<file path="src/common/axi_pkg.sv">
`default_nettype none

package axi_pkg;

    ////////////////////
    // field widths
    ////////////////////

    typedef logic [3:0]  axi_id_t;
    typedef logic [31:0] axi_addr_t;

    // beats in burst minus one
    typedef logic [7:0]  axi_len_t;
    typedef logic [1:0]  axi_burst_t;
    typedef logic [1:0]  axi_resp_t;
    typedef logic [31:0] axi_data_t;
    typedef logic [3:0]  axi_strb_t;

    ////////////////////
    // encodings
    ////////////////////

    // wrap bursts not served here
    localparam axi_burst_t BURST_FIXED = 2'd0;
    localparam axi_burst_t BURST_INCR  = 2'd1;

    localparam axi_resp_t RESP_OKAY   = 2'd0;
    localparam axi_resp_t RESP_SLVERR = 2'd2;

endpackage

`default_nettype wire
</file>
<file path="src/interconnect/axi_interconnect.sv">
`timescale 1ns/1ns
`default_nettype none

module axi_interconnect
    import axi_pkg::*;
(
    input  wire            aclk,
    input  wire            aresetn,

    // icache, read only
    input  wire axi_id_t    inst_arid,
    input  wire axi_addr_t  inst_araddr,
    input  wire axi_len_t   inst_arlen,
    input  wire axi_burst_t inst_arburst,
    input  wire             inst_arvalid,
    output logic            inst_arready,
    output axi_id_t         inst_rid,
    output axi_data_t       inst_rdata,
    output axi_resp_t       inst_rresp,
    output logic            inst_rlast,
    output logic            inst_rvalid,
    input  wire             inst_rready,

    // dcache
    input  wire axi_id_t    data_arid,
    input  wire axi_addr_t  data_araddr,
    input  wire axi_len_t   data_arlen,
    input  wire axi_burst_t data_arburst,
    input  wire             data_arvalid,
    output logic            data_arready,
    output axi_id_t         data_rid,
    output axi_data_t       data_rdata,
    output axi_resp_t       data_rresp,
    output logic            data_rlast,
    output logic            data_rvalid,
    input  wire             data_rready,
    input  wire axi_id_t    data_awid,
    input  wire axi_addr_t  data_awaddr,
    input  wire axi_len_t   data_awlen,
    input  wire axi_burst_t data_awburst,
    input  wire             data_awvalid,
    output logic            data_awready,
    input  wire axi_data_t  data_wdata,
    input  wire axi_strb_t  data_wstrb,
    input  wire             data_wlast,
    input  wire             data_wvalid,
    output logic            data_wready,
    output axi_id_t         data_bid,
    output axi_resp_t       data_bresp,
    output logic            data_bvalid,
    input  wire             data_bready,

    // shared port towards memory
    output axi_id_t         arid,
    output axi_addr_t       araddr,
    output axi_len_t        arlen,
    output axi_burst_t      arburst,
    output logic            arvalid,
    input  wire             arready,
    input  wire axi_id_t    rid,
    input  wire axi_data_t  rdata,
    input  wire axi_resp_t  rresp,
    input  wire             rlast,
    input  wire             rvalid,
    output logic            rready,
    output axi_id_t         awid,
    output axi_addr_t       awaddr,
    output axi_len_t        awlen,
    output axi_burst_t      awburst,
    output logic            awvalid,
    input  wire             awready,
    output axi_data_t       wdata,
    output axi_strb_t       wstrb,
    output logic            wlast,
    output logic            wvalid,
    input  wire             wready,
    input  wire axi_id_t    bid,
    input  wire axi_resp_t  bresp,
    input  wire             bvalid,
    output logic            bready
);

    ////////////////////
    // read owner
    ////////////////////

    typedef enum logic {OWN_INST, OWN_DATA} read_owner_t;

    read_owner_t read_owner;
    read_owner_t owner_next;
    logic        burst_end;

    assign burst_end = rvalid && rready && rlast;

    // dcache wins at a burst boundary, icache stays owner otherwise
    always_comb
    begin
        owner_next = read_owner;
        if (burst_end)
            owner_next = data_arvalid ? OWN_DATA : OWN_INST;
    end

    always_ff @(posedge aclk)
    begin
        if (!aresetn)
            read_owner <= OWN_INST;
        else
            read_owner <= owner_next;
    end

    // ar fields and read handshakes follow the owner
    always_comb
    begin
        if (read_owner == OWN_DATA)
        begin
            arid    = data_arid;
            araddr  = data_araddr;
            arlen   = data_arlen;
            arburst = data_arburst;
            arvalid = data_arvalid;
            rready  = data_rready;
        end
        else
        begin
            arid    = inst_arid;
            araddr  = inst_araddr;
            arlen   = inst_arlen;
            arburst = inst_arburst;
            arvalid = inst_arvalid;
            rready  = inst_rready;
        end
    end

    assign inst_arready = (read_owner == OWN_INST) && arready;
    assign data_arready = (read_owner == OWN_DATA) && arready;
    assign inst_rvalid  = (read_owner == OWN_INST) && rvalid;
    assign data_rvalid  = (read_owner == OWN_DATA) && rvalid;

    // r payload goes to both, only the owner sees rvalid
    assign inst_rid   = rid;
    assign inst_rdata = rdata;
    assign inst_rresp = rresp;
    assign inst_rlast = rlast;
    assign data_rid   = rid;
    assign data_rdata = rdata;
    assign data_rresp = rresp;
    assign data_rlast = rlast;

    ////////////////////
    // write path
    ////////////////////

    // icache never writes, so dcache has the write channels alone
    assign awid         = data_awid;
    assign awaddr       = data_awaddr;
    assign awlen        = data_awlen;
    assign awburst      = data_awburst;
    assign awvalid      = data_awvalid;
    assign data_awready = awready;

    assign wdata       = data_wdata;
    assign wstrb       = data_wstrb;
    assign wlast       = data_wlast;
    assign wvalid      = data_wvalid;
    assign data_wready = wready;

    assign data_bid    = bid;
    assign data_bresp  = bresp;
    assign data_bvalid = bvalid;
    assign bready      = data_bready;

endmodule

`default_nettype wire

</file>
<file path="config.mk">
export PLATFORM = sky130hd
export DESIGN_NAME = axi_interconnect
export DESIGN_NICKNAME = d
export VERILOG_FILES = /design/src/common/axi_pkg.sv /design/src/interconnect/axi_interconnect.sv
export SDC_FILE = /design/constraint.sdc
export NUM_CORES = 1
export LEC_CHECK = 0
export BUFFER_PORTS_ARGS = -buffer_cell sky130_fd_sc_hd__buf_2
export CAP_MARGIN = 5
export CORE_AREA = 2 2 180 182
export CTS_CLUSTER_DIAMETER = 150
export CTS_CLUSTER_SIZE = 30
export DETAILED_ROUTE_END_ITERATION = 16
export DIE_AREA = 0 0 182 184
export GPL_TIMING_DRIVEN = 0
export PLACE_DENSITY = 0.37
export SLEW_MARGIN = 20
export SYNTH_ARGS = -nofsm -noshare
export SYNTH_HDL_FRONTEND = slang
export SYNTH_SLANG_ARGS = --single-unit
</file>
<file path="constraint.sdc">
create_clock -name aclk -period 1.05 [get_ports aclk]
set_input_delay 0.21 -clock aclk [delete_from_list [all_inputs] [get_ports aclk]]
set_output_delay 0.21 -clock aclk [all_outputs]
set_load 0.02 [all_outputs]
</file>
* Word-level counts from Yosys, hierarchy flattened *
Cells that the tools add are included.

cells by class
  bitwise gates (word level) = 1
  reduce and logical (&&, ||, !) cells = 6
  mux-type cells = 7

operators by type and width
  operator            number
  32-bit two-way mux  1
  8-bit two-way mux   1
  1-bit logical AND   6
  4-bit two-way mux   1
  1-bit two-way mux   3
  2-bit two-way mux   1
  1-bit inverter      1

storage, ports and cells
  output and inout port bits = 225
  input bits = 234
  bits in registers = 1
  word-level logic and storage cells = 15

* Logic depth before layout (Yosys ltp) *
Gate-level depths: netlist of run 1.

  depth after elaboration = 3
  depth in mapped cells = 4
  mapped depth without buffers = 2

* Worst setup path after synthesis of run 1 *
OpenSTA, ideal clock, no wires.

  path kind = register to output
  from = reg read_owner
  to = out araddr[0]
  path slack = -0.113 ns
  arrival time = 0.953 ns
  required time = 0.840 ns
  stages on the path, launching flop included = 4
  path buffers = 2
  path through = dfxtp_1 -> buf_6 -> buf_12 -> mux2_4

on the way
  word-level cells in the longest chain between the ends = 1

RTL lines
  what                      line                     text
  start: declaration        axi_interconnect.sv:89   read_owner_t read_owner;
  start signal: assignment  axi_interconnect.sv:108  read_owner <= owner_next;
  32-bit two-way mux        axi_interconnect.sv:114  if (read_owner == OWN_DATA)
  end: declaration          axi_interconnect.sv:55   output axi_addr_t araddr,

Every way passes these cells.

* Worst setup path after layout of run 1 *
  from = reg read_owner
  to = out araddr[27]

The elaborated chain is that of the path after synthesis.

==> summary.md, run 1 <==
| Metric | Value |
|---|---|
| Layout Cells excl Fill | between 900 and 1000 |
| Tightest Pin Transition | about 0.17 ns |
| Hold depth | 3 |
| Max frequency | between 700 and 800 MHz |
| CP Max Fanout | 10 |
| RR Endpoint | read_owner |
| Worst-path clk slew | 0 ns |
| Switching share of power | a little under half |
| Area Overhead vs Synth | 114% |
| Worst slack, placed | -0.375 ns |
| Cell accounting for the most synthesized area | buf_4 |
| Biggest register | read_owner |
| Die Footprint | between 30000 and 40000 µm² |
| ANT nets after route | 0 |
| Final min period | between 1 and 1.5 ns |
| Total routed wirelength | about 10000 µm |
| Synth warnings | 0 |
| First-pass GRT wire length | around 13000 µm |
| Cell-internal power | 1.19 mW |
| Number of DRC markers in iteration 0 | 45 |
| Failing checks | negative setup slack |
| Hold worst-path end | read_owner |
| Final setup fails | 53 |
| Total power | approximately 2.2 mW |
| Syn Inst Count | approximately 240 |
| Hold crit path type | in2reg |
| Post-synthesis average cell area | between 9 and 10 µm² |
| Sw Pwr | 1.03 mW |
| Ant. Diodes | 0 |
| All-Layer GR Usage | ~4.9% |
| Reg2reg path depth | 6 |
| PD cells | approximately 470 nW/µm² |
| Logic pwr share | between 90% and 100% |
| Antenna violations before repair | 0 |
| Cts hold-fix bufs | 0 |
| Setup total negative slack | -12.81 ns |
| Slowest stage cell, crit path | mux2_4 |
| CP Cell Sequence | buf_12, buf_12, mux2_4, buf_6 |
| Vias in the first global route | roughly 2300 |
| I/O Pins | between 400 and 500 |
| Initial DRT Pass Iterations | 4 |
| RSZ-0062 raised after global routing | true |
| Tcrit/Tclk final | 127% |
| VDD IR-drop max | 0.000129 V |
| Grt total ovfl | 0 |
| Setup Skew | 0 ns |
| Number of synthesized register bits | 1 |
| Via count | roughly 2500 |
| Synth Flop Type | dfxtp_1 |
| Max FFs per register | 1 |
| WP data required | 0.84 ns |
| Placed insts | 963 |
| Post-synth ARST share | 0% |
| Final Hold Viols | 0 |
| Die Width | 182 µm |
| Fin worst setup slack | -0.282 ns |
| Static Leak | 2.64 nW |
| Slew headroom | 88.6% |
| Worst skew pair latency | 0 ns |
| Final Max Slew Viols | 0 |
| CP max stage delay | roughly 0.33 ns |
| Synth area leaders | buf_4 (59%), mux2_4 (30%), buf_12 (4.6%) |
| Largest regs | read_owner (1) |
| Status | complete, but fails checks |
| Core area | 31400 µm² |
| Worst hold slack | around 0.48 ns |
| Critical path data arrival time | approximately 1.1 ns |
| Seq/Total Area, Yosys | less than 1% |
| Final net count | 803 |
| Worst reg2reg startpoint | read_owner |
| Most used cell along the critical path | buf_12 |
| Initial Util | roughly 7.0% |
| Largest net degree at the start of global routing | 11 |
| Top-count cell post-synth | buf_4 |
| Share of layout cells above drive strength 1 | between 90% and 100% |
| Sequential power share | under 10% |
| Clock power share | 0% |
| R2r setup slk | -0.15 ns |
| Hold Startpoint | aresetn |
| Die Y | 184 µm |
| Fillers | about 3600 |
| Synth top cells by count | buf_4 (173), mux2_4 (44), buf_12 (5), mux2_2 (4) |
| Port Buf Inserts | around 330 |
| Synth cell types | 12 |
| Mapped Area | 2190 µm² |
| CP startpoint kind | flip-flop |
| Dpl hpwl | ~9400 µm |
| Drc violations | 0 |
| Drt via density | ~2.6 |
| EDFF count, synth | 0 |
| Syn_nets | 470 |
| Crit Path Class | reg2out |
| Gpl congestion | 0.767 |
| Max_cap viols | 0 |
| Crit end category | output pin |
| Top cell type's share of synthesized area | between 50 and 60% |
| Mean routed wirelength per cell | 10.4 µm |
| FP Rows | 65 |
## timing repair
item | in CTS | in global routing
pin swaps | 1 | 1
endpoints found under the hold margin | 0 | 0
buffers inserted | 5 | 1
resized for setup | 69 | 24
setup endpoints to repair | 53 | 53
## stage by stage
stage | cell area (µm²) | util (%)
6_report | 4680 | 14.9
5_1_grt | 4680 | 14.9
4_1_cts | 4580 | 14.6
3_5_place_dp | 4330 | 13.8
3_3_place_gp | 4330 | 13.8
2_1_floorplan | 2200 | -
## layout make-up
cell class / instances / area, µm² / area share, %
plain buffers: 179 / 1420 / 30.3
multi-input cells: 56 / 811 / 17.3
well taps: 402 / 503 / 10.7
repair buffers: 331 / 1930 / 41.1
flip-flops and latches: 1 / 21.3 / 0.455
## routing by layer
metal	part of all wire [%]	wire [µm]	global-route usage, %
met1	39	3940	6.24
met3	7.1	713	0.317
met4	0	0	0
met5	0	0	0
met2	54	5420	9.36
## cell usage in the layout, fill, tap and decap left out
master,instances
nor2b_4,2
and2_4,2
a31oi_4,1
nor3_4,1
buf_2,285
mux2_4,45
and4b_1,1
o21ai_2,1
buf_4,178
buf_12,6
dfxtp_2,1
buf_6,41
mux2_2,3
## how the worst max path moves through the flow
stage               start    endpoint  slack, ns  cells past startpoint
2_1_floorplan  read_owner   araddr[0]       -0.1                      3
3_3_place_gp   read_owner  araddr[29]      -0.38                      4
3_5_place_dp   read_owner  araddr[21]      -0.37                      4
4_1_cts        read_owner  araddr[21]      -0.31                      4
5_1_grt        read_owner  araddr[21]      -0.32                      4
6_report       read_owner  araddr[27]      -0.28                      4
## power by group through the flow
stage                     Sequential, mW  Clock (mW)  Combinational [mW]
after floorplan                   0.0404           0                1.37
after global placement            0.0404           0                2.04
after detailed placement          0.0405           0                2.03
after CTS                         0.0406           0                2.15
after global routing              0.0407           0                2.29
final                             0.0406           0                2.17
## kinds of logic (layout without fill, tap and decap cells)
family                 count (synthesis)  after routing  share of synthesized area [%]
buffers and inverters                179            510                           64.5
multiplexers                          48             48                           32.3
AND/OR/NAND/NOR                        6              6                           1.83
AO/OA/AOI/OAI                          2              2                          0.515
flip-flops                             1              1                          0.915
## critical path, delay by kind of cell (launching register included)
family | cells | cell delay, ns
DFF | 1 | 0.32
muxes | 1 | 0.33
buffers and inverters | 3 | 0.46
Power figures use the tool's default switching activity.
==> inputs of run 2 (changes only) <==
Settings changed: GPL_TIMING_DRIVEN 0 to default.
==> run 2 against run 1 <==
The flow still finishes with violations (negative setup slack). Global-route usage shrank 1.4 points. Sequential share of layout area grew 0.44 points. Worst hold slack lost 0.057 ns. Power shrank 55%. Die area is the same. Critical endpoint is now araddr[3].
==> summary.md, run 2 (synthesis gave the netlist of run 1 again) <==
| Metric | Value |
|---|---|
| Share of layout cells above drive strength 1 | 98.7% (was 99.8%) |
| Area Overhead vs Synth | 21.7% (was 114%) |
| Worst skew pair latency | 0 ns (about the same) |
| I/O Pins | 459 (unchanged) |
| Total power | 0.987 mW (was 2.21 mW) |
| Fillers | 3648 (was 3584) |
| Biggest register | read_owner (unchanged) |
| R2r setup slk | -0.01 ns (was -0.15 ns) |
| Slowest stage cell, crit path | dfxtp_4 (was mux2_4) |
| VDD IR-drop max | 0.0000841 V (was 0.000129 V) |
| Slew headroom | 87.9% (was 88.6%) |
| CP max stage delay | 0.35 ns (was 0.33 ns) |
| Total routed wirelength | 8060 µm (was 10100 µm) |
| Dpl hpwl | 5840 µm (was 9380 µm) |
| Layout Cells excl Fill | 628 (was 969) |
| Number of DRC markers in iteration 0 | 25 (was 45) |
| Final min period | 1.32 ns (was 1.33 ns) |
| Die Y | 184 µm (unchanged) |
| Reg area | 23.8 µm² (was 21.3 µm²) |
| CP Capture Point | araddr[3] (was araddr[27]) |
| Worst-path clk slew | 0 ns (about the same) |
| Reg2reg path depth | 5 (was 6) |
| CP startpoint kind | flip-flop (unchanged) |
| Tcrit/Tclk final | 126% (was 127%) |
| All-Layer GR Usage | 3.42% (was 4.85%) |
| WP data required | 0.84 ns (about the same) |
| Grt total ovfl | 0 (unchanged) |
| Critical path data arrival time | 1.11 ns (was 1.12 ns) |
| Placed insts | 617 (was 963) |
| Crit end category | output pin (unchanged) |
| Vias in the first global route | 1322 (was 2322) |
| Drc violations | 0 (unchanged) |
| Max FFs per register | 1 (unchanged) |
| Drt via density | 2.27 (was 2.58) |
| Critical Path Start | read_owner (unchanged) |
| Tightest Pin Transition | 0.181 ns (was 0.170 ns) |
| FP Rows | 65 (unchanged) |
| RR Endpoint | read_owner (unchanged) |
| Initial Util | 6.97% (unchanged) |
| Mean routed wirelength per cell | 12.8 µm (was 10.4 µm) |
| Largest net degree at the start of global routing | 24 (was 11) |
| Die Width | 182 µm (unchanged) |
| PD cells | 371 nW/µm² (was 473 nW/µm²) |
| ANT nets after route | 0 (unchanged) |
| Final setup fails | 53 (unchanged) |
| Fin worst setup slack | -0.268 ns (was -0.282 ns) |
| Worst reg2reg startpoint | read_owner (unchanged) |
| Antenna violations before repair | 0 (unchanged) |
| CP Max Fanout | 6 (was 10) |
| Initial DRT Pass Iterations | 3 (was 4) |
| Post-layout util | 8.48% (was 14.9%) |
| Via count | 1425 (was 2497) |
| Setup Skew | 0 ns (unchanged) |
| Final Max Slew Viols | 0 (unchanged) |
| CP Cell Sequence | buf_12, clkbuf_16, mux2_4, buf_6 (was buf_12, buf_12, mux2_4, buf_6) |
| Final Hold Viols | 0 (unchanged) |
| Gpl congestion | 0.585 (was 0.767) |
| Port Buf Inserts | 154 (was 325) |
| Most frequent cells in the layout | buf_2 (105), buf_6 (54), mux2_4 (48), buf_12 (5), clkbuf_16 (4) (was buf_2 (285), buf_4 (178), mux2_4 (45), buf_6 (41), buf_12 (6)) |
| RSZ-0062 raised after global routing | true (unchanged) |
| Max frequency | 759 MHz (was 751 MHz) |
| Cts hold-fix bufs | 0 (unchanged) |
| Die Footprint | 33500 µm² (unchanged) |
| Final net count | 462 (was 803) |
| Worst slack, placed | -0.269 ns (was -0.375 ns) |
| Crit Path Class | reg2out (unchanged) |
| Largest regs | read_owner (1) (unchanged) |
| Commonest non-fill, non-tap cell in the layout | buf_2 (unchanged) |
| Hold crit path type | in2out (was in2reg) |
| Status | complete, but fails checks (unchanged) |
| Failing checks | negative setup slack (unchanged) |
| Ant. Diodes | 0 (unchanged) |
| Max_cap viols | 0 (unchanged) |
| Static Leak | 1.20 nW (was 2.64 nW) |
| Multi-input gate area | 793 µm² (was 811 µm²) |
| First-pass GRT wire length | 8490 µm (was 12900 µm) |
| Core area | 31400 µm² (unchanged) |
run 2: cell count changes in the layout (fill, tap and decap cells not counted), moves of 3 or more:
cell / change
buf_2: -180
buf_4: -177
buf_6: +13
clkbuf_16: +4
mux2_2: -3
mux2_4: +3
run 2: through the flow:
| step | setup TNS, ns | cell area [µm²] | hold WS [ns] |
|---|---|---|---|
| 2_1_floorplan | -4.28 | 2200 | 0.344 |
| 3_3_place_gp | -10.57 | 2110 | 0.420 |
| 3_5_place_dp | -10.89 | 2110 | 0.420 |
| 4_1_cts | -11.10 | 2230 | 0.420 |
| 5_1_grt | -13.80 | 2660 | 0.420 |
| 6_report | -12.09 | 2660 | 0.420 |
run 2: power by group:
group          leakage [nW]  internal (mW)  switching, mW  total [mW]
clock                     0              0              0           0
sequential          0.00888         0.0379        0.00150      0.0394
combinational          1.19          0.563          0.385       0.947
total                  1.20          0.600          0.386       0.987
run 2: area by class of cell:
type | count | area share (%)
repair buffers | 169 | 50.4
multi-input cells | 56 | 29.8
well taps | 402 | 18.9
flip-flops and latches | 1 | 0.893
run 2: repair_timing:
item | 4_1_cts | 5_1_grt
gates resized for setup | 31 | 87
endpoints found under the setup margin | 51 | 52
buffers inserted | 2 | 4
pin swaps | 1 | 1
gates cloned | 0 | 6
run 2: worst min path at each step:
stage                         start          to  depth (start not counted)
detailed placement  data_awaddr[15]  awaddr[15]                          0
floorplan                   aresetn  read_owner                          2
global route         data_awaddr[8]   awaddr[8]                          0
finish               data_awaddr[8]   awaddr[8]                          0
global placement    data_awaddr[15]  awaddr[15]                          0
CTS                 data_awaddr[15]  awaddr[15]                          0
run 2: layer usage:
metal | GRT usage, % | up-vias | share of wire, %
li1 | - | 566 | -
met1 | 3.58 | 576 | 34
met2 | 4.14 | 231 | 42
met3 | 3.63 | 50 | 20
met4 | 1.61 | 2 | 3.8
met5 | 1.04 | - | 0.55
run 2: critical path: cells and delay by family, from the launching register on:
family,cells,cell delay (ns)
buffers and inverters,3,0.43
muxes,1,0.31
DFF,1,0.35
